<file path="src/logic/rv_pkg.sv">
// RV32I core shared types
`default_nettype none

package rv_pkg;

    localparam int xlen = 32;

    typedef logic [4:0] reg_addr_t;
    typedef logic [xlen-1:0] word_t;

    typedef enum logic [6:0] {
        opc_none   = 7'b0000000, // retires as a no-op
        opc_op     = 7'b0110011,
        opc_op_imm = 7'b0010011,
        opc_load   = 7'b0000011,
        opc_store  = 7'b0100011,
        opc_branch = 7'b1100011,
        opc_jal    = 7'b1101111,
        opc_jalr   = 7'b1100111,
        opc_lui    = 7'b0110111,
        opc_auipc  = 7'b0010111
    } opcode_t;

    typedef enum logic [3:0] {
        alu_add, alu_sub, alu_sll, alu_slt, alu_sltu,
        alu_xor, alu_srl, alu_sra, alu_or, alu_and
    } alu_op_t;

    // instruction formats, msb first
    typedef struct packed {
        logic [6:0] funct7;
        reg_addr_t rs2;
        reg_addr_t rs1;
        logic [2:0] funct3;
        reg_addr_t rd;
        logic [6:0] opcode;
    } fmt_r_t;

    typedef struct packed {
        logic [11:0] imm_11_0;
        reg_addr_t rs1;
        logic [2:0] funct3;
        reg_addr_t rd;
        logic [6:0] opcode;
    } fmt_i_t;

    typedef struct packed {
        logic [6:0] imm_11_5;
        reg_addr_t rs2;
        reg_addr_t rs1;
        logic [2:0] funct3;
        logic [4:0] imm_4_0;
        logic [6:0] opcode;
    } fmt_s_t;

    typedef struct packed {
        logic imm_12;
        logic [5:0] imm_10_5;
        reg_addr_t rs2;
        reg_addr_t rs1;
        logic [2:0] funct3;
        logic [3:0] imm_4_1;
        logic imm_11;
        logic [6:0] opcode;
    } fmt_b_t;

    typedef struct packed {
        logic [19:0] imm_31_12;
        reg_addr_t rd;
        logic [6:0] opcode;
    } fmt_u_t;

    typedef struct packed {
        logic imm_20;
        logic [9:0] imm_10_1;
        logic imm_11;
        logic [7:0] imm_19_12;
        reg_addr_t rd;
        logic [6:0] opcode;
    } fmt_j_t;

    typedef union packed {
        fmt_r_t r;
        fmt_i_t i;
        fmt_s_t s;
        fmt_b_t b;
        fmt_u_t u;
        fmt_j_t j;
    } inst_u;

    typedef struct packed {
        opcode_t opcode;
        logic [2:0] funct3;
        logic alt; // funct7 bit 5
        reg_addr_t rd;
        word_t imm;
    } ctrl_t;

    typedef struct packed {
        word_t addr;
        word_t wdata;
        logic we; // store at this edge
        logic re; // load this cycle
    } dmem_req_t;

    typedef struct packed {
        logic en;
        reg_addr_t addr;
        word_t data;
    } gpr_wr_t;

endpackage

`default_nettype wire

</file>
<file path="src/logic/rv_core.sv">
// Single-cycle RV32I core
`timescale 1ns/1ps
`default_nettype none

module rv_core import rv_pkg::*; #(
    parameter word_t reset_pc = '0
) (
    input  wire logic  clk,
    input  wire logic  reset,
    output word_t      imem_addr,
    input  wire inst_u imem_data,
    output dmem_req_t  dmem_req,
    input  wire word_t dmem_rdata,
    output gpr_wr_t    gpr_trace
);

    word_t pc;
    word_t snpc;
    logic jump_en;
    word_t jump_target;
    ctrl_t ctrl;
    reg_addr_t rs1;
    reg_addr_t rs2;
    word_t rs1_data;
    word_t rs2_data;
    word_t alu_result;

    assign imem_addr = pc;

    rv_fetch #(
        .reset_pc(reset_pc)
    ) u_fetch (
        .clk        (clk),
        .reset      (reset),
        .jump_en    (jump_en),
        .jump_target(jump_target),
        .pc         (pc),
        .snpc       (snpc)
    );

    rv_decode u_decode (
        .inst(imem_data),
        .ctrl(ctrl),
        .rs1 (rs1),
        .rs2 (rs2)
    );

    // trace write is the same struct that updates the registers
    rv_regfile u_regfile (
        .clk     (clk),
        .reset   (reset),
        .wr      (gpr_trace),
        .rs1     (rs1),
        .rs2     (rs2),
        .rs1_data(rs1_data),
        .rs2_data(rs2_data)
    );

    rv_execute u_execute (
        .ctrl       (ctrl),
        .pc         (pc),
        .rs1_data   (rs1_data),
        .rs2_data   (rs2_data),
        .alu_result (alu_result),
        .jump_en    (jump_en),
        .jump_target(jump_target)
    );

    rv_lsu_wb u_lsu_wb (
        .reset     (reset), // keeps enables low in reset
        .ctrl      (ctrl),
        .snpc      (snpc),
        .alu_result(alu_result),
        .rs2_data  (rs2_data),
        .dmem_rdata(dmem_rdata),
        .dmem_req  (dmem_req),
        .gpr_wr    (gpr_trace)
    );

endmodule

`default_nettype wire

</file>
<file path="src/logic/rv_decode.sv">
// Instruction decoder
`timescale 1ns/1ps
`default_nettype none

module rv_decode import rv_pkg::*; (
    input  wire inst_u inst,
    output ctrl_t      ctrl,
    output reg_addr_t  rs1,
    output reg_addr_t  rs2
);

    word_t imm_i;
    word_t imm_s;
    word_t imm_b;
    word_t imm_u;
    word_t imm_j;

    // register fields sit at the same place in every format
    assign rs1 = inst.r.rs1;
    assign rs2 = inst.r.rs2;

    assign imm_i = {{20{inst.i.imm_11_0[11]}}, inst.i.imm_11_0};
    assign imm_s = {{20{inst.s.imm_11_5[6]}}, inst.s.imm_11_5, inst.s.imm_4_0};
    assign imm_b = {{19{inst.b.imm_12}}, inst.b.imm_12, inst.b.imm_11,
                    inst.b.imm_10_5, inst.b.imm_4_1, 1'b0};
    assign imm_u = {inst.u.imm_31_12, 12'b0};
    assign imm_j = {{11{inst.j.imm_20}}, inst.j.imm_20, inst.j.imm_19_12,
                    inst.j.imm_11, inst.j.imm_10_1, 1'b0};

    always_comb begin
        ctrl.funct3 = inst.r.funct3;
        ctrl.alt    = inst.r.funct7[5];
        ctrl.rd     = inst.r.rd;
        case (inst.r.opcode)
            opc_op: begin // r format, no immediate
                ctrl.opcode = opc_op;
                ctrl.imm    = '0;
            end
            opc_op_imm, opc_load, opc_jalr: begin // i format
                ctrl.opcode = opcode_t'(inst.r.opcode);
                ctrl.imm    = imm_i;
            end
            opc_store: begin
                ctrl.opcode = opc_store;
                ctrl.imm    = imm_s;
            end
            opc_branch: begin
                ctrl.opcode = opc_branch;
                ctrl.imm    = imm_b;
            end
            opc_lui, opc_auipc: begin // u format
                ctrl.opcode = opcode_t'(inst.r.opcode);
                ctrl.imm    = imm_u;
            end
            opc_jal: begin
                ctrl.opcode = opc_jal;
                ctrl.imm    = imm_j;
            end
            default: begin
                // system, fence and byte ops fall through as no-ops
                ctrl.opcode = opc_none;
                ctrl.imm    = '0;
            end
        endcase
    end

endmodule

`default_nettype wire

</file>
<file path="src/logic/rv_execute.sv">
// ALU, branch and jump unit
`timescale 1ns/1ps
`default_nettype none

module rv_execute import rv_pkg::*; (
    input  wire ctrl_t ctrl,
    input  wire word_t pc,
    input  wire word_t rs1_data,
    input  wire word_t rs2_data,
    output word_t      alu_result,
    output logic       jump_en,
    output word_t      jump_target
);

    word_t alu_a;
    word_t alu_b;
    alu_op_t alu_op;
    logic take_branch;

    always_comb begin
        case (ctrl.opcode)
            opc_op: begin
                alu_a = rs1_data;
                alu_b = rs2_data;
            end
            opc_auipc, opc_jal, opc_branch: begin // pc relative
                alu_a = pc;
                alu_b = ctrl.imm;
            end
            opc_lui: begin
                alu_a = '0;
                alu_b = ctrl.imm;
            end
            default: begin // op_imm, load, store, jalr
                alu_a = rs1_data;
                alu_b = ctrl.imm;
            end
        endcase
    end

    always_comb begin
        alu_op = alu_add;
        if (ctrl.opcode == opc_op || ctrl.opcode == opc_op_imm) begin
            case (ctrl.funct3)
                3'b000: alu_op = (ctrl.opcode == opc_op && ctrl.alt) ? alu_sub : alu_add;
                3'b001: alu_op = alu_sll;
                3'b010: alu_op = alu_slt;
                3'b011: alu_op = alu_sltu;
                3'b100: alu_op = alu_xor;
                3'b101: alu_op = ctrl.alt ? alu_sra : alu_srl;
                3'b110: alu_op = alu_or;
                default: alu_op = alu_and;
            endcase
        end
    end

    always_comb begin
        case (alu_op)
            alu_sub:  alu_result = alu_a - alu_b;
            alu_sll:  alu_result = alu_a << alu_b[4:0];
            alu_slt:  alu_result = {{(xlen-1){1'b0}}, $signed(alu_a) < $signed(alu_b)};
            alu_sltu: alu_result = {{(xlen-1){1'b0}}, alu_a < alu_b};
            alu_xor:  alu_result = alu_a ^ alu_b;
            alu_srl:  alu_result = alu_a >> alu_b[4:0];
            alu_sra:  alu_result = $signed(alu_a) >>> alu_b[4:0];
            alu_or:   alu_result = alu_a | alu_b;
            alu_and:  alu_result = alu_a & alu_b;
            default:  alu_result = alu_a + alu_b; // add and address math
        endcase
    end

    always_comb begin
        case (ctrl.funct3)
            3'b000:  take_branch = (rs1_data == rs2_data);
            3'b001:  take_branch = (rs1_data != rs2_data);
            3'b100:  take_branch = ($signed(rs1_data) < $signed(rs2_data));
            3'b101:  take_branch = ($signed(rs1_data) >= $signed(rs2_data));
            3'b110:  take_branch = (rs1_data < rs2_data);
            3'b111:  take_branch = (rs1_data >= rs2_data);
            default: take_branch = 1'b0; // 010 and 011 are not branches
        endcase
    end

    assign jump_en = (ctrl.opcode == opc_jal) || (ctrl.opcode == opc_jalr)
                   || (ctrl.opcode == opc_branch && take_branch);
    assign jump_target = (ctrl.opcode == opc_jalr) ? {alu_result[xlen-1:1], 1'b0}
                                                   : alu_result;

endmodule

`default_nettype wire

</file>
<file path="src/logic/rv_fetch.sv">
// Program counter
`timescale 1ns/1ps
`default_nettype none

module rv_fetch import rv_pkg::*; #(
    parameter word_t reset_pc = '0
) (
    input  wire logic  clk,
    input  wire logic  reset,
    input  wire logic  jump_en,
    input  wire word_t jump_target,
    output word_t      pc,
    output word_t      snpc
);

    word_t dnpc;

    assign snpc = pc + word_t'(4);
    assign dnpc = jump_en ? jump_target : snpc; // taken jump wins

    always_ff @(posedge clk) begin
        if (reset) begin
            pc <= reset_pc;
        end else begin
            pc <= dnpc;
        end
    end

endmodule

`default_nettype wire

</file>
<file path="src/logic/rv_lsu_wb.sv">
// Data memory request and writeback select
`timescale 1ns/1ps
`default_nettype none

module rv_lsu_wb import rv_pkg::*; (
    input  wire logic  reset,
    input  wire ctrl_t ctrl,
    input  wire word_t snpc,
    input  wire word_t alu_result,
    input  wire word_t rs2_data,
    input  wire word_t dmem_rdata,
    output dmem_req_t  dmem_req,
    output gpr_wr_t    gpr_wr
);

    // word access only
    assign dmem_req.addr  = alu_result;
    assign dmem_req.wdata = rs2_data;
    assign dmem_req.we    = !reset && (ctrl.opcode == opc_store);
    assign dmem_req.re    = !reset && (ctrl.opcode == opc_load);

    assign gpr_wr.addr = ctrl.rd; // x0 filtered in the register file

    always_comb begin
        gpr_wr.en   = 1'b0;
        gpr_wr.data = alu_result;
        case (ctrl.opcode)
            opc_load: begin
                gpr_wr.en   = 1'b1;
                gpr_wr.data = dmem_rdata;
            end
            opc_jal, opc_jalr: begin // link address
                gpr_wr.en   = 1'b1;
                gpr_wr.data = snpc;
            end
            opc_op, opc_op_imm, opc_lui, opc_auipc: gpr_wr.en = 1'b1;
            default: gpr_wr.en = 1'b0; // branch, store, no-op
        endcase
        if (reset) begin
            gpr_wr.en = 1'b0;
        end
    end

endmodule

`default_nettype wire

</file>
<file path="src/logic/rv_regfile.sv">
// General register file
`timescale 1ns/1ps
`default_nettype none

module rv_regfile import rv_pkg::*; (
    input  wire logic      clk,
    input  wire logic      reset,
    input  wire gpr_wr_t   wr,
    input  wire reg_addr_t rs1,
    input  wire reg_addr_t rs2,
    output word_t          rs1_data,
    output word_t          rs2_data
);

    word_t regs [1:31]; // x0 has no storage

    always_ff @(posedge clk) begin
        if (reset) begin
            for (int i = 1; i < 32; i++) begin
                regs[i] <= '0;
            end
        end else if (wr.en && (wr.addr != '0)) begin // x0 writes dropped
            regs[wr.addr] <= wr.data;
        end
    end

    // reads see the value before this cycle's write
    assign rs1_data = (rs1 == '0) ? '0 : regs[rs1];
    assign rs2_data = (rs2 == '0) ? '0 : regs[rs2];

endmodule

`default_nettype wire

</file>
<file path="config.mk">
export PLATFORM = sky130hd
export DESIGN_NAME = rv_core
export DESIGN_NICKNAME = d
export VERILOG_FILES = /design/src/logic/rv_pkg.sv /design/src/logic/rv_core.sv /design/src/logic/rv_decode.sv /design/src/logic/rv_execute.sv /design/src/logic/rv_fetch.sv /design/src/logic/rv_lsu_wb.sv /design/src/logic/rv_regfile.sv
export SDC_FILE = /design/constraint.sdc
export NUM_CORES = 2
export LEC_CHECK = 0
export BUFFER_PORTS_ARGS = -buffer_cell sky130_fd_sc_hd__buf_2
export CORE_UTILIZATION = 39
export CTS_BUF_LIST = sky130_fd_sc_hd__clkbuf_16
export DETAILED_ROUTE_END_ITERATION = 16
export GPL_ROUTABILITY_DRIVEN = 1
export PLACE_DENSITY = 0.67
export SLEW_MARGIN = 40
export SYNTH_ARGS = -nofsm -noshare
export SYNTH_HDL_FRONTEND = slang
export SYNTH_HIERARCHICAL = 1
export SYNTH_SLANG_ARGS = --single-unit
</file>
<file path="constraint.sdc">
create_clock -name clk -period 8.32 [get_ports clk]
set_input_delay 1.248 -clock clk [delete_from_list [all_inputs] [get_ports clk]]
set_output_delay 1.248 -clock clk [all_outputs]
set_load 0.01 [all_outputs]
</file>
==> flow_summary.toml <==
[worst_hold_path]
hold_depth = 2
hp-class = "reg -> reg"
hold_start = "u_fetch/pc[23]"
hold_end = "u_fetch/pc[23]"

[clock_tree]
numCtsBuffers = 111
cts_htree_levels = 3
cts_hold_buf = 0
cts_buffer_depth = 3
clock_sinks = 1056
cts_root_buffer = "clkbuf_16"
cts_tree = "yes"
clkTransAtPathRegs_ns = 0.07
clock_latency_ns = 0.81

[die]
die_w_um = 427
dieArea_um2 = 182000
fp.coreArea_um2 = 179000
row_count = 155
io_pins = 202
fp.dieH_um = 427
initial_core_util_pct = 39.4

[setup_path]
r2r_start = "u_regfile/regs[27][31]"
crit_path_max_fanout = 24
critPathArrivalTime_ns = 7.09
critPathKind = "in -> out"
cp.required_ns = 7.07
endpoint_kind = "output pin"
r2r_slack_ns = 1.77
crit_top_cell = "buf_4"
start_kind = "primary input"
critPathMaxStageDelay_ns = 0.38
worst_path_max_delay_cell = "or3_4"
ff2ff_path_depth = 20
rr_endpoint = "u_fetch/pc[22]"
crit_start = "imem_data[5]"

[global_route]
first_global_vias = 59495
grt_usage_pct = 37.4
grt_pass1_wl_mm = 472
antenna_found_initial = 26
grt_overflow = 0
grt_start_max_net_pins = 48

[cells_and_area]
drive_above_1_share_pct = 31.0
filler_cell_count = 16098
syn_to_final_growth_pct = 21.9
fin_area_um2 = 85900
final_nets = 7132

[sta]
relSlewSlack_pct = 30.9
finalHoldViolations = 0
final_max_slew_viol_count = 0
holdWs_ns = 0.737
finClkSkew_ns = 0.0794
fin_crit_sh_pct = 100
min_period_ns = 8.34
fin_ws_ns = -0.0222
setup_viol = 1
tightest_slew_ns = 1.01
max_freq_ghz = 0.120

[synth]
async_reset_ff_share_pct = 0
ys_types = 109
synth_area_um2 = 70400
synth_area_per_cell_um2 = 11.4
ys_warn_count = 6
synth-seq-area-share_pct = 44.6
synth-edff-count = 1024
ys.flop_type = "edfxtp_1"
ys_ff_latch = 1056
syn_inst = 6167

[power_and_ir_drop]
p_int_mw = 10.5
power.density_nw_per_um2 = 180
p_clk_share_pct = 34.1
vdd_drop_max_v = 0.000213
swShare_pct = 31.8
pwr-share-seq_pct = 39.7
p_sw_mw = 4.90
p_comb_share_pct = 26.1
p_leak_nw = 34.1

[status]
violations = "negative setup slack"
outcome = "finished with violations"

[placement]
place_ws_ns = -0.913
hpwl_mm = 249
post_dp_cell_area_um2 = 81000
gp_congestion = 1.07
io_buffers = 201

[detailed_routing]
vias_per_cell = 6.57
num_vias = 61783
drc = 0
ant_nets = 0
routed_wl_mm = 349
drtIter0Drc = 9167
firstDrtPassIters = 6
avgRoutedWirePerCell_um = 37.1

[job]
cap_violations = 0
per-stage QoR:
stage	instances	power (mW)	utilization (%)	setup TNS [ns]
floorplan	6198	7.97	-	0
global placement	9167	9.99	45.2	-29.36
detailed placement	9169	10.0	45.3	-15.73
CTS	9379	15.2	47.6	0
global route	9386	15.7	48.0	-0.0933
finish	9409	15.4	48.0	-0.0222
cell families (layout without fill, tap and decap cells):
family	count (synthesis)	after routing	synth area share, %
mux	801	801	17.9
simple gates	1955	1955	15.9
flops	1056	1056	44.6
other cells	1	55	0.00533
fa+ha+maj	132	132	2.37
compound gates	1316	1316	12.9
buf+inv	868	1701	5.90
xor+xnor	38	38	0.473
registers in the layout, indices dropped and copies added, names as in the netlist:
register,cells
u_fetch/pc,32
u_regfile/regs,1024
what timing repair did:
| item | in CTS | in global routing |
|---|---|---|
| resized for setup | 81 | 106 |
| pin swaps | 3 | 11 |
| gates cloned | 0 | 2 |
| setup buffers | 1 | 4 |
| setup endpoints to repair | 31 | 28 |
| endpoints found under the hold margin | 0 | 0 |
critical path, delay by kind of cell:
kind	cells	cell delay, ns
buffers and inverters	10	1.97
AOI/OAI and AO/OA	10	1.90
and+or+nand+nor	7	1.58
adders and majority gates	1	0.28
xor gates and xnor gates	1	0.08
cell usage after synthesis, types with 15 or more instances:
cell type  number  area, um^2
mux2i_1       391        3910
a22oi_1       131         983
a21o_1         73         548
a2111oi_0      42         368
ha_1          130        1630
o21a_1         20         150
nor2b_1        72         450
or2_2          37         231
clkbuf_1      397        1490
nand4_1        21         131
buf_1          33         124
buf_4         147        1100
mux4_2        360        8110
nand3_1        94         470
o21ai_0       198         991
nand2_1       224         841
dfxtp_1        32         641
edfxtp_1     1024       30700
a211oi_1       79         593
a221oi_1       20         175
nor4_1         51         319
o21ai_1        15        75.1
nand2b_1       40         250
o211ai_1       26         195
mux2_2         47         529
a22o_1        116        1020
or3_1          18         113
nor2_1        198         743
xnor2_1        28         245
buf_2          98         490
and2_1       1009        6310
a21oi_1       264        1320
buf_6          27         304
inv_1         157         589
nor3_1         93         465
o22ai_1        90         563
a31oi_1        25         156
a311oi_1       20         175
a2111oi_1      32         320
and3_1         28         175
placed cells by master (no fill, tap or decap), types with 26 or more instances in the layout:
cell type / netlist / layout
buf_4: 147 / 1030
edfxtp_1: 1024 / 1024
and2_1: 1009 / 1007
mux2i_1: 391 / 390
mux4_2: 360 / 360
a21oi_1: 264 / 260
nand2_1: 224 / 221
buf_2: 98 / 194
o21ai_0: 198 / 181
inv_1: 157 / 163
nor2_1: 198 / 158
a22oi_1: 131 / 130
ha_1: 130 / 129
a22o_1: 116 / 116
clkbuf_16: 0 / 115
nand3_1: 94 / 93
o22ai_1: 90 / 90
buf_12: 0 / 78
a211oi_1: 79 / 72
nor3_1: 93 / 71
a21o_1: 73 / 64
nor2b_1: 72 / 64
mux2_2: 47 / 47
nand2b_1: 40 / 37
nor2_4: 1 / 35
conb_1: 1 / 32
dfxtp_1: 32 / 31
clkinv_2: 1 / 30
or2_2: 37 / 30
and3_1: 28 / 28
xnor2_1: 28 / 28
o21ai_1: 15 / 28
nor4_1: 51 / 26
o211ai_1: 26 / 26
power groups by stage:
stage	Combinational, mW	Sequential (mW)	Clock (mW)
floorplan	1.79	6.18	0
global placement	3.77	6.22	0
detailed placement	3.78	6.23	0
CTS	3.83	6.12	5.28
global route	4.11	6.14	5.48
finish	4.03	6.13	5.27
layer usage:
layer  track usage [%]  up-vias  part of all wire [%]
met2              57.3     5093                    44
met5                 0        -                 0.024
li1                  -    24752                     -
met1              43.3    30543                    34
met4              32.3       12                    10
met3              10.4     1383                    12
cell type report:
class                      count  area (um^2)  share of cell area, %
clock buffer                 113         2830                   3.29
sequential                  1056        31400                   36.6
multi-input combinational   4274        36300                   42.3
timing repair buffer        1329        10700                   12.5
clock inverter                97          983                   1.15
inverter                     162          609                  0.710
antenna                       23         57.6                 0.0670
tap                         2355         2950                   3.43
worst max-delay path by stage:
stage                     slack, ns       endpoint  cells after the start
after floorplan                0.04  gpr_trace[25]                     24
after global placement        -1.13  gpr_trace[19]                     26
after detailed placement      -0.91  gpr_trace[19]                     26
after CTS                     0.008  gpr_trace[19]                     24
after global routing          -0.05  gpr_trace[27]                     27
final                         -0.02  gpr_trace[29]                     29
(Power assumes the default switching activity.)
